<file path="config.mk">
export PLATFORM = sky130hd
export DESIGN_NAME = xdcr_drive_top
export DESIGN_NICKNAME = d
export VERILOG_FILES = /design/src/logic/xdcr_pkg.sv /design/src/logic/cpu_bus_if.sv /design/src/logic/ctl_regs.sv /design/src/logic/duty_phase_ram.sv /design/src/logic/modulator.sv /design/src/logic/silencer.sv /design/src/logic/pwm_gen.sv /design/src/logic/xdcr_drive_top.sv
export SDC_FILE = /design/constraint.sdc
export NUM_CORES = 2
export LEC_CHECK = 0
export BUFFER_PORTS_ARGS = -buffer_cell sky130_fd_sc_hd__buf_2
export CORE_MARGIN = 5
export CORE_UTILIZATION = 55
export DETAILED_ROUTE_END_ITERATION = 10
export PLACE_DENSITY = 0.81
export SLEW_MARGIN = 5
export SYNTH_ARGS = -nofsm -noshare
export SYNTH_HDL_FRONTEND = slang
export SYNTH_SLANG_ARGS = --single-unit
export TNS_END_PERCENT = 100
</file>
<file path="constraint.sdc">
create_clock -name clk_l -period 7.2 [get_ports clk_l]
set_clock_uncertainty 0.05 [all_clocks]
set_input_delay 1.08 -clock clk_l [delete_from_list [all_inputs] [get_ports clk_l]]
set_output_delay 1.08 -clock clk_l [all_outputs]
set_load 0.005 [all_outputs]
</file>
<file path="src/logic/xdcr_pkg.sv">
// ~~~~~~~~~~~~~~~~~~~~
// Transducer drive package.
// Sizes, bus select codes, control register map
// and the per-channel value array type.
// ~~~~~~~~~~~~~~~~~~~~
`default_nettype none

package xdcr_pkg;

    localparam int N_XDCR    = 4;  // Transducer channels.
    localparam int VAL_W     = 8;
    localparam int MOD_DEPTH = 16; // Modulation table entries.
    localparam int MOD_IDX_W = 4;

    localparam logic [VAL_W-1:0] CYCLE_MIN = 8'd2;
    localparam logic [VAL_W-1:0] CYCLE_RST = 8'hFF;

    localparam logic [1:0] SEL_CTL = 2'd0;
    localparam logic [1:0] SEL_DP  = 2'd1;
    localparam logic [1:0] SEL_MOD = 2'd2;

    localparam logic [3:0] ADDR_CYCLE   = 4'd0;
    localparam logic [3:0] ADDR_MOD_DIV = 4'd1;
    localparam logic [3:0] ADDR_MOD_LEN = 4'd2;
    localparam logic [3:0] ADDR_STEP    = 4'd3;
    localparam logic [3:0] ADDR_MODE    = 4'd4; // Bit 0 modulator, bit 1 silencer.

    typedef logic [VAL_W-1:0] val_arr_t [N_XDCR];

endpackage

`default_nettype wire

</file>
<file path="src/logic/cpu_bus_if.sv">
// ~~~~~~~~~~~~~~~~~~~~
// Host write bus.
// Single-cycle strobed writes, no handshake.
// ~~~~~~~~~~~~~~~~~~~~
`default_nettype none

interface cpu_bus_if;

    logic        en;
    logic        we;
    logic [1:0]  sel;   // Bank select.
    logic [3:0]  addr;
    logic [15:0] wdata;

    modport ctl_port (input en, we, sel, addr, wdata);

    modport dp_port (input en, we, sel, addr, wdata);

    modport mod_port (input en, we, sel, addr, wdata);

endinterface

`default_nettype wire

</file>
<file path="src/logic/ctl_regs.sv">
// ~~~~~~~~~~~~~~~~~~~~
// Control register bank.
// Drive period, modulation divider and length,
// silencer step and the two mode enables.
// ~~~~~~~~~~~~~~~~~~~~
`default_nettype none

module ctl_regs (
    input  logic                          clk_l,
    input  logic                          rst_n,
    cpu_bus_if.ctl_port                   bus,
    output logic [xdcr_pkg::VAL_W-1:0]    cycle,
    output logic [xdcr_pkg::VAL_W-1:0]    mod_div,
    output logic [xdcr_pkg::MOD_IDX_W:0]  mod_len,
    output logic [xdcr_pkg::VAL_W-1:0]    step,
    output logic                          mod_en,
    output logic                          sil_en
);
    import xdcr_pkg::*;

    logic                wr;
    logic [VAL_W-1:0]    wval;
    logic [MOD_IDX_W:0]  len_val;

    assign wr   = bus.en && bus.we && (bus.sel == SEL_CTL);
    assign wval = bus.wdata[VAL_W-1:0];

    // Table length kept within 1 to MOD_DEPTH.
    always_comb begin
        len_val = bus.wdata[MOD_IDX_W:0];
        if (len_val == '0)
            len_val = (MOD_IDX_W+1)'(1);
        else if (len_val > MOD_DEPTH)
            len_val = (MOD_IDX_W+1)'(MOD_DEPTH);
    end

    always_ff @(posedge clk_l or negedge rst_n) begin
        if (!rst_n) begin
            cycle   <= CYCLE_RST;
            mod_div <= '0;
            mod_len <= (MOD_IDX_W+1)'(1);
            step    <= '0;
            mod_en  <= 1'b0;
            sil_en  <= 1'b0;
        end else if (wr) begin
            case (bus.addr)
                ADDR_CYCLE:   cycle   <= (wval < CYCLE_MIN) ? CYCLE_MIN : wval;
                ADDR_MOD_DIV: mod_div <= wval;
                ADDR_MOD_LEN: mod_len <= len_val;
                ADDR_STEP:    step    <= wval;
                ADDR_MODE: begin
                    mod_en <= bus.wdata[0];
                    sil_en <= bus.wdata[1];
                end
                default: ;                      // Unmapped, dropped.
            endcase
        end
    end

    // The PWM counter needs at least two states per period.
    a_cycle_min: assert property (
        @(posedge clk_l) disable iff (!rst_n)
        cycle >= CYCLE_MIN
    ) else $error("cycle register fell below %0d", CYCLE_MIN);

endmodule

`default_nettype wire

</file>
<file path="src/logic/duty_phase_ram.sv">
// ~~~~~~~~~~~~~~~~~~~~
// Duty and phase store.
// One duty and one phase per transducer,
// loaded by host writes to the DP bank.
// ~~~~~~~~~~~~~~~~~~~~
`default_nettype none

module duty_phase_ram (
    input  logic               clk_l,
    input  logic               rst_n,
    cpu_bus_if.dp_port         bus,
    output xdcr_pkg::val_arr_t duty,
    output xdcr_pkg::val_arr_t phase
);
    import xdcr_pkg::*;

    logic wr;
    logic in_range;

    assign wr       = bus.en && bus.we && (bus.sel == SEL_DP);
    assign in_range = (bus.addr < N_XDCR);

    always_ff @(posedge clk_l or negedge rst_n) begin
        if (!rst_n) begin
            duty  <= '{default: '0};
            phase <= '{default: '0};
        end else if (wr && in_range) begin
            for (int i = 0; i < N_XDCR; i++) begin
                if (bus.addr == i) begin
                    duty[i]  <= bus.wdata[VAL_W-1:0];      // Low byte.
                    phase[i] <= bus.wdata[2*VAL_W-1:VAL_W]; // High byte.
                end
            end
        end
    end

    // Writes past the last channel are ignored by the store.
    a_addr_range: assert property (
        @(posedge clk_l) disable iff (!rst_n)
        wr |-> in_range
    ) else $warning("duty/phase write to unused address %0h ignored", bus.addr);

endmodule

`default_nettype wire

</file>
<file path="src/logic/modulator.sv">
// ~~~~~~~~~~~~~~~~~~~~
// Amplitude modulator.
// Sample table with a period-based index, scales
// every duty by the current sample. Phase passes.
// ~~~~~~~~~~~~~~~~~~~~
`default_nettype none

module modulator (
    input  logic                          clk_l,
    input  logic                          rst_n,
    cpu_bus_if.mod_port                   bus,
    input  logic                          period_start,
    input  logic                          mod_en,
    input  logic [xdcr_pkg::VAL_W-1:0]    mod_div,
    input  logic [xdcr_pkg::MOD_IDX_W:0]  mod_len,
    input  xdcr_pkg::val_arr_t            duty_in,
    input  xdcr_pkg::val_arr_t            phase_in,
    output xdcr_pkg::val_arr_t            duty_out,
    output xdcr_pkg::val_arr_t            phase_out
);
    import xdcr_pkg::*;

    logic [VAL_W-1:0]      mod_mem [MOD_DEPTH];
    logic [MOD_IDX_W-1:0]  idx;
    logic [VAL_W-1:0]      div_cnt;
    logic [VAL_W-1:0]      div_lim;
    logic [VAL_W-1:0]      sample;
    logic                  div_last;
    logic                  idx_last;
    val_arr_t              duty_scaled;

    assign div_lim  = (mod_div == '0) ? VAL_W'(1) : mod_div; // Zero acts as one.
    assign div_last = (div_cnt >= div_lim - 1'b1);
    assign idx_last = ({1'b0, idx} + 1'b1 >= mod_len);
    assign sample   = mod_mem[idx];

    always_ff @(posedge clk_l) begin
        if (bus.en && bus.we && (bus.sel == SEL_MOD))
            mod_mem[bus.addr[MOD_IDX_W-1:0]] <= bus.wdata[VAL_W-1:0];
    end

    always_ff @(posedge clk_l or negedge rst_n) begin
        if (!rst_n) begin
            div_cnt <= '0;
            idx     <= '0;
        end else if (!mod_en) begin
            div_cnt <= '0;
            idx     <= '0;
        end else if ({1'b0, idx} >= mod_len) begin
            idx <= '0;                              // Length shrunk under us.
        end else if (period_start) begin
            if (div_last) begin
                div_cnt <= '0;
                idx     <= idx_last ? '0 : idx + 1'b1;
            end else begin
                div_cnt <= div_cnt + 1'b1;
            end
        end
    end

    for (genvar i = 0; i < N_XDCR; i++) begin : g_scale
        logic [2*VAL_W-1:0] prod;
        assign prod           = duty_in[i] * sample;
        assign duty_scaled[i] = prod[2*VAL_W-1:VAL_W]; // Product >> 8.
    end

    always_ff @(posedge clk_l) begin
        duty_out  <= mod_en ? duty_scaled : duty_in;
        phase_out <= phase_in;
    end

    a_idx_range: assert property (
        @(posedge clk_l) disable iff (!rst_n)
        $stable(mod_len) |-> ({1'b0, idx} < mod_len)
    ) else $error("modulation index %0d not below length %0d", idx, mod_len);

endmodule

`default_nettype wire

</file>
<file path="src/logic/silencer.sv">
// ~~~~~~~~~~~~~~~~~~~~
// Silencer.
// Slews each duty and phase toward its target,
// at most one step per drive period.
// ~~~~~~~~~~~~~~~~~~~~
`default_nettype none

module silencer (
    input  logic                        clk_l,
    input  logic                        rst_n,
    input  logic                        period_start,
    input  logic                        sil_en,
    input  logic [xdcr_pkg::VAL_W-1:0]  step,
    input  xdcr_pkg::val_arr_t          duty_in,
    input  xdcr_pkg::val_arr_t          phase_in,
    output xdcr_pkg::val_arr_t          duty_out,
    output xdcr_pkg::val_arr_t          phase_out
);
    import xdcr_pkg::*;

    logic bypass;

    // One step toward the target, landing on it once close enough.
    function automatic logic [VAL_W-1:0] slew(
        input logic [VAL_W-1:0] cur,
        input logic [VAL_W-1:0] tgt,
        input logic [VAL_W-1:0] lim
    );
        logic             up;
        logic [VAL_W-1:0] gap;
        up  = (tgt > cur);
        gap = up ? tgt - cur : cur - tgt;
        if (gap <= lim)
            return tgt;
        return up ? cur + lim : cur - lim;
    endfunction

    assign bypass = !sil_en || (step == '0);

    always_ff @(posedge clk_l or negedge rst_n) begin
        if (!rst_n) begin
            duty_out  <= '{default: '0};
            phase_out <= '{default: '0};
        end else if (period_start) begin
            for (int i = 0; i < N_XDCR; i++) begin
                if (bypass) begin
                    duty_out[i]  <= duty_in[i];
                    phase_out[i] <= phase_in[i];
                end else begin
                    duty_out[i]  <= slew(duty_out[i], duty_in[i], step);
                    phase_out[i] <= slew(phase_out[i], phase_in[i], step); // Linear, no wrap.
                end
            end
        end
    end

endmodule

`default_nettype wire

</file>
<file path="src/logic/pwm_gen.sv">
// ~~~~~~~~~~~~~~~~~~~~
// PWM generator.
// Shared period counter with a start pulse, and
// one phase-shifted pulse per transducer.
// ~~~~~~~~~~~~~~~~~~~~
`default_nettype none

module pwm_gen (
    input  logic                          clk_l,
    input  logic                          rst_n,
    input  logic [xdcr_pkg::VAL_W-1:0]    cycle,
    input  xdcr_pkg::val_arr_t            duty,
    input  xdcr_pkg::val_arr_t            phase,
    output logic [xdcr_pkg::N_XDCR-1:0]   pwm_out,
    output logic                          period_start
);
    import xdcr_pkg::*;

    logic [VAL_W-1:0] cnt;
    logic [VAL_W-1:0] cycle_l;   // Period length in use.
    logic             wrap;
    val_arr_t         duty_l;
    val_arr_t         phase_l;

    assign wrap = (cnt >= cycle_l - 1'b1);

    // Everything for the next period is taken on the wrap edge.
    always_ff @(posedge clk_l or negedge rst_n) begin
        if (!rst_n) begin
            cnt          <= '0;
            cycle_l      <= CYCLE_RST;
            period_start <= 1'b0;
            duty_l       <= '{default: '0};
            phase_l      <= '{default: '0};
        end else if (wrap) begin
            cnt          <= '0;
            cycle_l      <= cycle;
            period_start <= 1'b1;
            duty_l       <= duty;
            phase_l      <= phase;
        end else begin
            cnt          <= cnt + 1'b1;
            period_start <= 1'b0;
        end
    end

    for (genvar i = 0; i < N_XDCR; i++) begin : g_ch
        logic [VAL_W:0] diff;
        logic [VAL_W:0] rel;
        assign diff       = {1'b0, cnt} - {1'b0, phase_l[i]};
        assign rel        = diff[VAL_W] ? diff + {1'b0, cycle_l} : diff; // Modulo the period.
        assign pwm_out[i] = !rel[VAL_W] && (rel[VAL_W-1:0] < duty_l[i]);
    end

    a_cnt_range: assert property (
        @(posedge clk_l) disable iff (!rst_n)
        cnt < cycle_l
    ) else $error("period counter %0d not below cycle %0d", cnt, cycle_l);

endmodule

`default_nettype wire

</file>
<file path="src/logic/xdcr_drive_top.sv">
// ~~~~~~~~~~~~~~~~~~~~
// Phased-array drive top level.
// Host bus into the register banks, then
// store, modulator, silencer and PWM in a chain.
// ~~~~~~~~~~~~~~~~~~~~
`default_nettype none

module xdcr_drive_top (
    input  logic                         clk_l,
    input  logic                         rst_n,
    input  logic                         bus_en,
    input  logic                         bus_we,
    input  logic [1:0]                   bus_sel,
    input  logic [3:0]                   bus_addr,
    input  logic [15:0]                  bus_wdata,
    output logic [xdcr_pkg::N_XDCR-1:0]  pwm_out,
    output logic                         period_start
);
    import xdcr_pkg::*;

    logic [VAL_W-1:0]    cycle;
    logic [VAL_W-1:0]    mod_div;
    logic [MOD_IDX_W:0]  mod_len;
    logic [VAL_W-1:0]    step;
    logic                mod_en;
    logic                sil_en;
    val_arr_t            duty_n, phase_n;   // Stored.
    val_arr_t            duty_m, phase_m;   // Modulated.
    val_arr_t            duty_s, phase_s;   // Slewed.

    cpu_bus_if bus_i ();

    assign bus_i.en    = bus_en;
    assign bus_i.we    = bus_we;
    assign bus_i.sel   = bus_sel;
    assign bus_i.addr  = bus_addr;
    assign bus_i.wdata = bus_wdata;

    ctl_regs ctl_regs_i (
        .clk_l, .rst_n, .bus(bus_i.ctl_port),
        .cycle, .mod_div, .mod_len, .step, .mod_en, .sil_en
    );

    duty_phase_ram duty_phase_ram_i (
        .clk_l, .rst_n, .bus(bus_i.dp_port), .duty(duty_n), .phase(phase_n)
    );

    modulator modulator_i (
        .clk_l, .rst_n, .bus(bus_i.mod_port), .period_start, .mod_en, .mod_div, .mod_len,
        .duty_in(duty_n), .phase_in(phase_n), .duty_out(duty_m), .phase_out(phase_m)
    );

    silencer silencer_i (
        .clk_l, .rst_n, .period_start, .sil_en, .step,
        .duty_in(duty_m), .phase_in(phase_m), .duty_out(duty_s), .phase_out(phase_s)
    );

    pwm_gen pwm_gen_i (
        .clk_l, .rst_n, .cycle, .duty(duty_s), .phase(phase_s), .pwm_out, .period_start
    );

endmodule

`default_nettype wire

</file>
==> reports/summary.txt <==
Outcome: finished, final reports clean
Met3 Resource Use GR: 4.457%
Critical Path Sink Type: output port
I/O Buffers: 30
Routed WL: 93.21 mm
Detailed Routing Iterations Pass 1: 7
Hpwl dp: 67.68 mm
Post-synth cell types: 82
Commonest non-fill, non-tap cells in the layout: ha_1 (495), inv_1 (467), nor2_1 (274)
Die height: 271.8 um
GRT Resource Usage Total: 25.18%
Post-CTS Setup Inserts: 0
Worst Max-Slew Pin Slew: 1216 ps
Core area: 68350 um^2
GR Util met1: 32.13%
Critical setup path kind: reg -> out
Post-CTS sizing: 0
CTS clock-pin slew for the worst setup and hold paths: 70 ps
Post-synth top flop: dfrtp_1
R2R cell count: 20
Pins over their slew limit: 0
Post-place instance area: 38810 um^2
Total grt overflow: 0
Effective utilization at floorplan: 55.17%
Sequential element share of the synthesized area: 30.37%
First-pass GRT wire length: 149.4 mm
Cts hold-fix bufs: 0
Post-Syn Area: 37700 um^2
Met2 Resource Use GR: 42.00%
Grt peak-use layer: met2
Largest net degree at the start of global routing: 69
Final net count: 4476
Final instance area: 40520 um^2
WL per Instance: 19.81 um
# IOs: 31
Synth async-reset ratio: 56.76%
Max VDD drop: 303.4 uV
Die area: 73890 um^2
Drt first-iter violations: 2018
FILL cells: 5432
Period utilization: 91.96%
Hold Crit Depth: 0
Post-synth EDFFs: 128
Register bit total from synthesis: 444
Max-cap violations: 0
Hold_ws: 294.7 ps
RSZ-0062 raised after global routing: false
DR vias/cell: 5.871
Via Count: 27629
DRC viols: 0
Layout cell share with drive strength beyond 1: 10.15%
Peak Freq: 151.0 MHz
Initial antenna violation count: 2
Setup TNS: 0 ps
CTS buffer count: 49
Setup-failing EPs final: 0
Clock Sinks: 444
CTS tree: built
Commonest non-fill, non-tap cell in the layout: ha_1
Crit path max fanout: 12
Critical Path RT: 6070 ps
Syn Area/Cell: 9.969 um^2
Clk root buf: clkbuf_16
Min Tclk post-route: 6621 ps
Static Leak: 18.99 nW
Worst rel slew slack: 18.49%
Overall power: 8.418 mW
Die width: 271.8 um
CP startpoint kind: flop
Power per cell area: 207.8 nW/um^2
Clk_lat worst skew: 620 ps
Post-Syn Instances: 3782
H-tree lvl count: 2
CTS Buffer Depth: 3
RD Place Congestion: 0.9290
Hold Vio Cnt, Final: 0
Yosys warning count: 0
Mapped Nets: 4475
Cell Rows: 96
ANT nets after route: 0
Area grow syn2layout: 7.470%
Vias in the first global route: 28146
Hold WC Path Type: reg -> reg
Data arrival time of the critical path: 5490 ps
power breakdown:
group / total (mW) / internal, mW / switching, mW
sequential: 2.79 / 2.68 / 0.112
clock: 2.66 / 1.54 / 1.12
combinational: 2.97 / 1.32 / 1.64
total: 8.42 / 5.55 / 2.87
cell families (layout without fill, tap and decap cells):
logic type               Yosys count  count (layout)  share of synthesized area [%]
multiplexers                     303             303                          9.816
XOR/XNOR                         211             211                          4.974
other                              0               1                              0
buffers and inverters            584             625                          5.920
flip-flops                       444             444                          30.37
AND/OR/NAND/NOR                  922             922                          11.94
adder cells (fa/ha/maj)          667             667                          25.56
AO/OA/AOI/OAI                    651             651                          11.42
cell type report:
| cell class | instances | area [um^2] | area share [%] |
|---|---|---|---|
| Antenna cell | 1 | 2.502 | 0.006176 |
| Clock buffer | 59 | 1325 | 3.270 |
| Clock inverter | 32 | 382.9 | 0.9449 |
| Inverter | 469 | 1760 | 4.345 |
| Multi-Input combinational cell | 2754 | 24050 | 59.36 |
| Sequential cell | 444 | 11460 | 28.28 |
| Tap cell | 882 | 1104 | 2.723 |
| Timing Repair Buffer | 65 | 435.4 | 1.075 |
worst max-delay path: stages, from the launching register on:
cell and delay [ps]:
dfrtp_1 430, inv_1 300, ha_1 210, inv_1 60, fa_1 400, a21o_1 170, a21oi_1 250, o21bai_1 90
a21oi_1 240, o21bai_1 100, a21oi_1 810, mux2_2 430, ha_1 300, and4_1 210, a21oi_1 140, nand2_1 60
a31oi_1 180, o311ai_0 170, nand2_1 170, buf_2 150
sequential cells by signal (all words and copies together), names as in the netlist:
register / count
ctl_regs_i.sil_en: 1
pwm_gen_i.cycle_l: 8
duty_phase_ram_i.duty: 32
ctl_regs_i.mod_en: 1
pwm_gen_i.phase_l: 32
ctl_regs_i.mod_div: 8
ctl_regs_i.cycle: 8
modulator_i.mod_mem: 128
modulator_i.duty_out: 32
ctl_regs_i.mod_len: 5
duty_phase_ram_i.phase: 32
silencer_i.phase_out: 32
silencer_i.duty_out: 32
pwm_gen_i.period_start: 1
pwm_gen_i.duty_l: 32
modulator_i.idx: 4
pwm_gen_i.cnt: 8
modulator_i.div_cnt: 8
ctl_regs_i.step: 8
modulator_i.phase_out: 32
routing by layer:
layer  share of wire [%]  vias to the layer above
met1                  41                    13572
li1                    -                    12920
met4                 5.3                        0
met5                   0                        -
met2                  47                      891
met3                 7.1                      246
synth_stat cells (all sizes together) (5+ instances only):
cell type	number	area share [%]
dfxtp	64	3.4
nor3	24	0.33
xnor2	148	3.4
nand3	34	0.48
inv	469	4.7
o32a	6	0.16
and3	14	0.23
fa	172	9.1
o21ai	86	1.2
dfrtp	235	16
a21boi	22	0.44
and2	202	3.4
nor2	274	2.7
edfxtp	128	10
o22ai	14	0.23
o31ai	8	0.17
a221oi	11	0.32
a211oi	12	0.24
buf	35	0.45
nor4	5	0.083
nand4	34	0.62
a311o	7	0.19
nor3b	7	0.14
and4	6	0.14
nand2b	13	0.22
nor2b	43	0.71
o21bai	40	0.80
o32ai	6	0.20
mux2	154	4.6
o211ai	19	0.38
xor2	61	1.4
mux4	38	2.3
nand2	244	2.4
a21o	125	2.5
mux2i	111	2.9
a21oi	231	3.1
ha	495	16
clkbuf	80	0.80
dfstp	17	1.2
a31oi	10	0.17
o21a	26	0.52
through the flow:
stage	instances	worst slack [ps]	util (%)
final	4706	578.9	59.29
after global routing	4705	209.0	59.28
after CTS	4705	555.3	59.28
after detailed placement	4614	584.1	56.78
after global placement	4614	692.7	56.78
after floorplan	3782	418.1	-
worst paths after layout:
path | start | to | slack, ps
setup / recovery | pwm_gen_i.cnt[0] | pwm_out[2] | 580
hold / removal | duty_phase_ram_i.phase[26] | modulator_i.phase_out[26] | 290
setup reg to reg | modulator_i.idx[0] | modulator_i.duty_out[31] | 600
hold reg to reg | duty_phase_ram_i.phase[26] | modulator_i.phase_out[26] | 290
max in group asynchronous | rst_n | pwm_gen_i.period_start | 5340
min in group asynchronous | rst_n | silencer_i.phase_out[17] | 330
No activity file was read; power rests on OpenSTA's default activity.
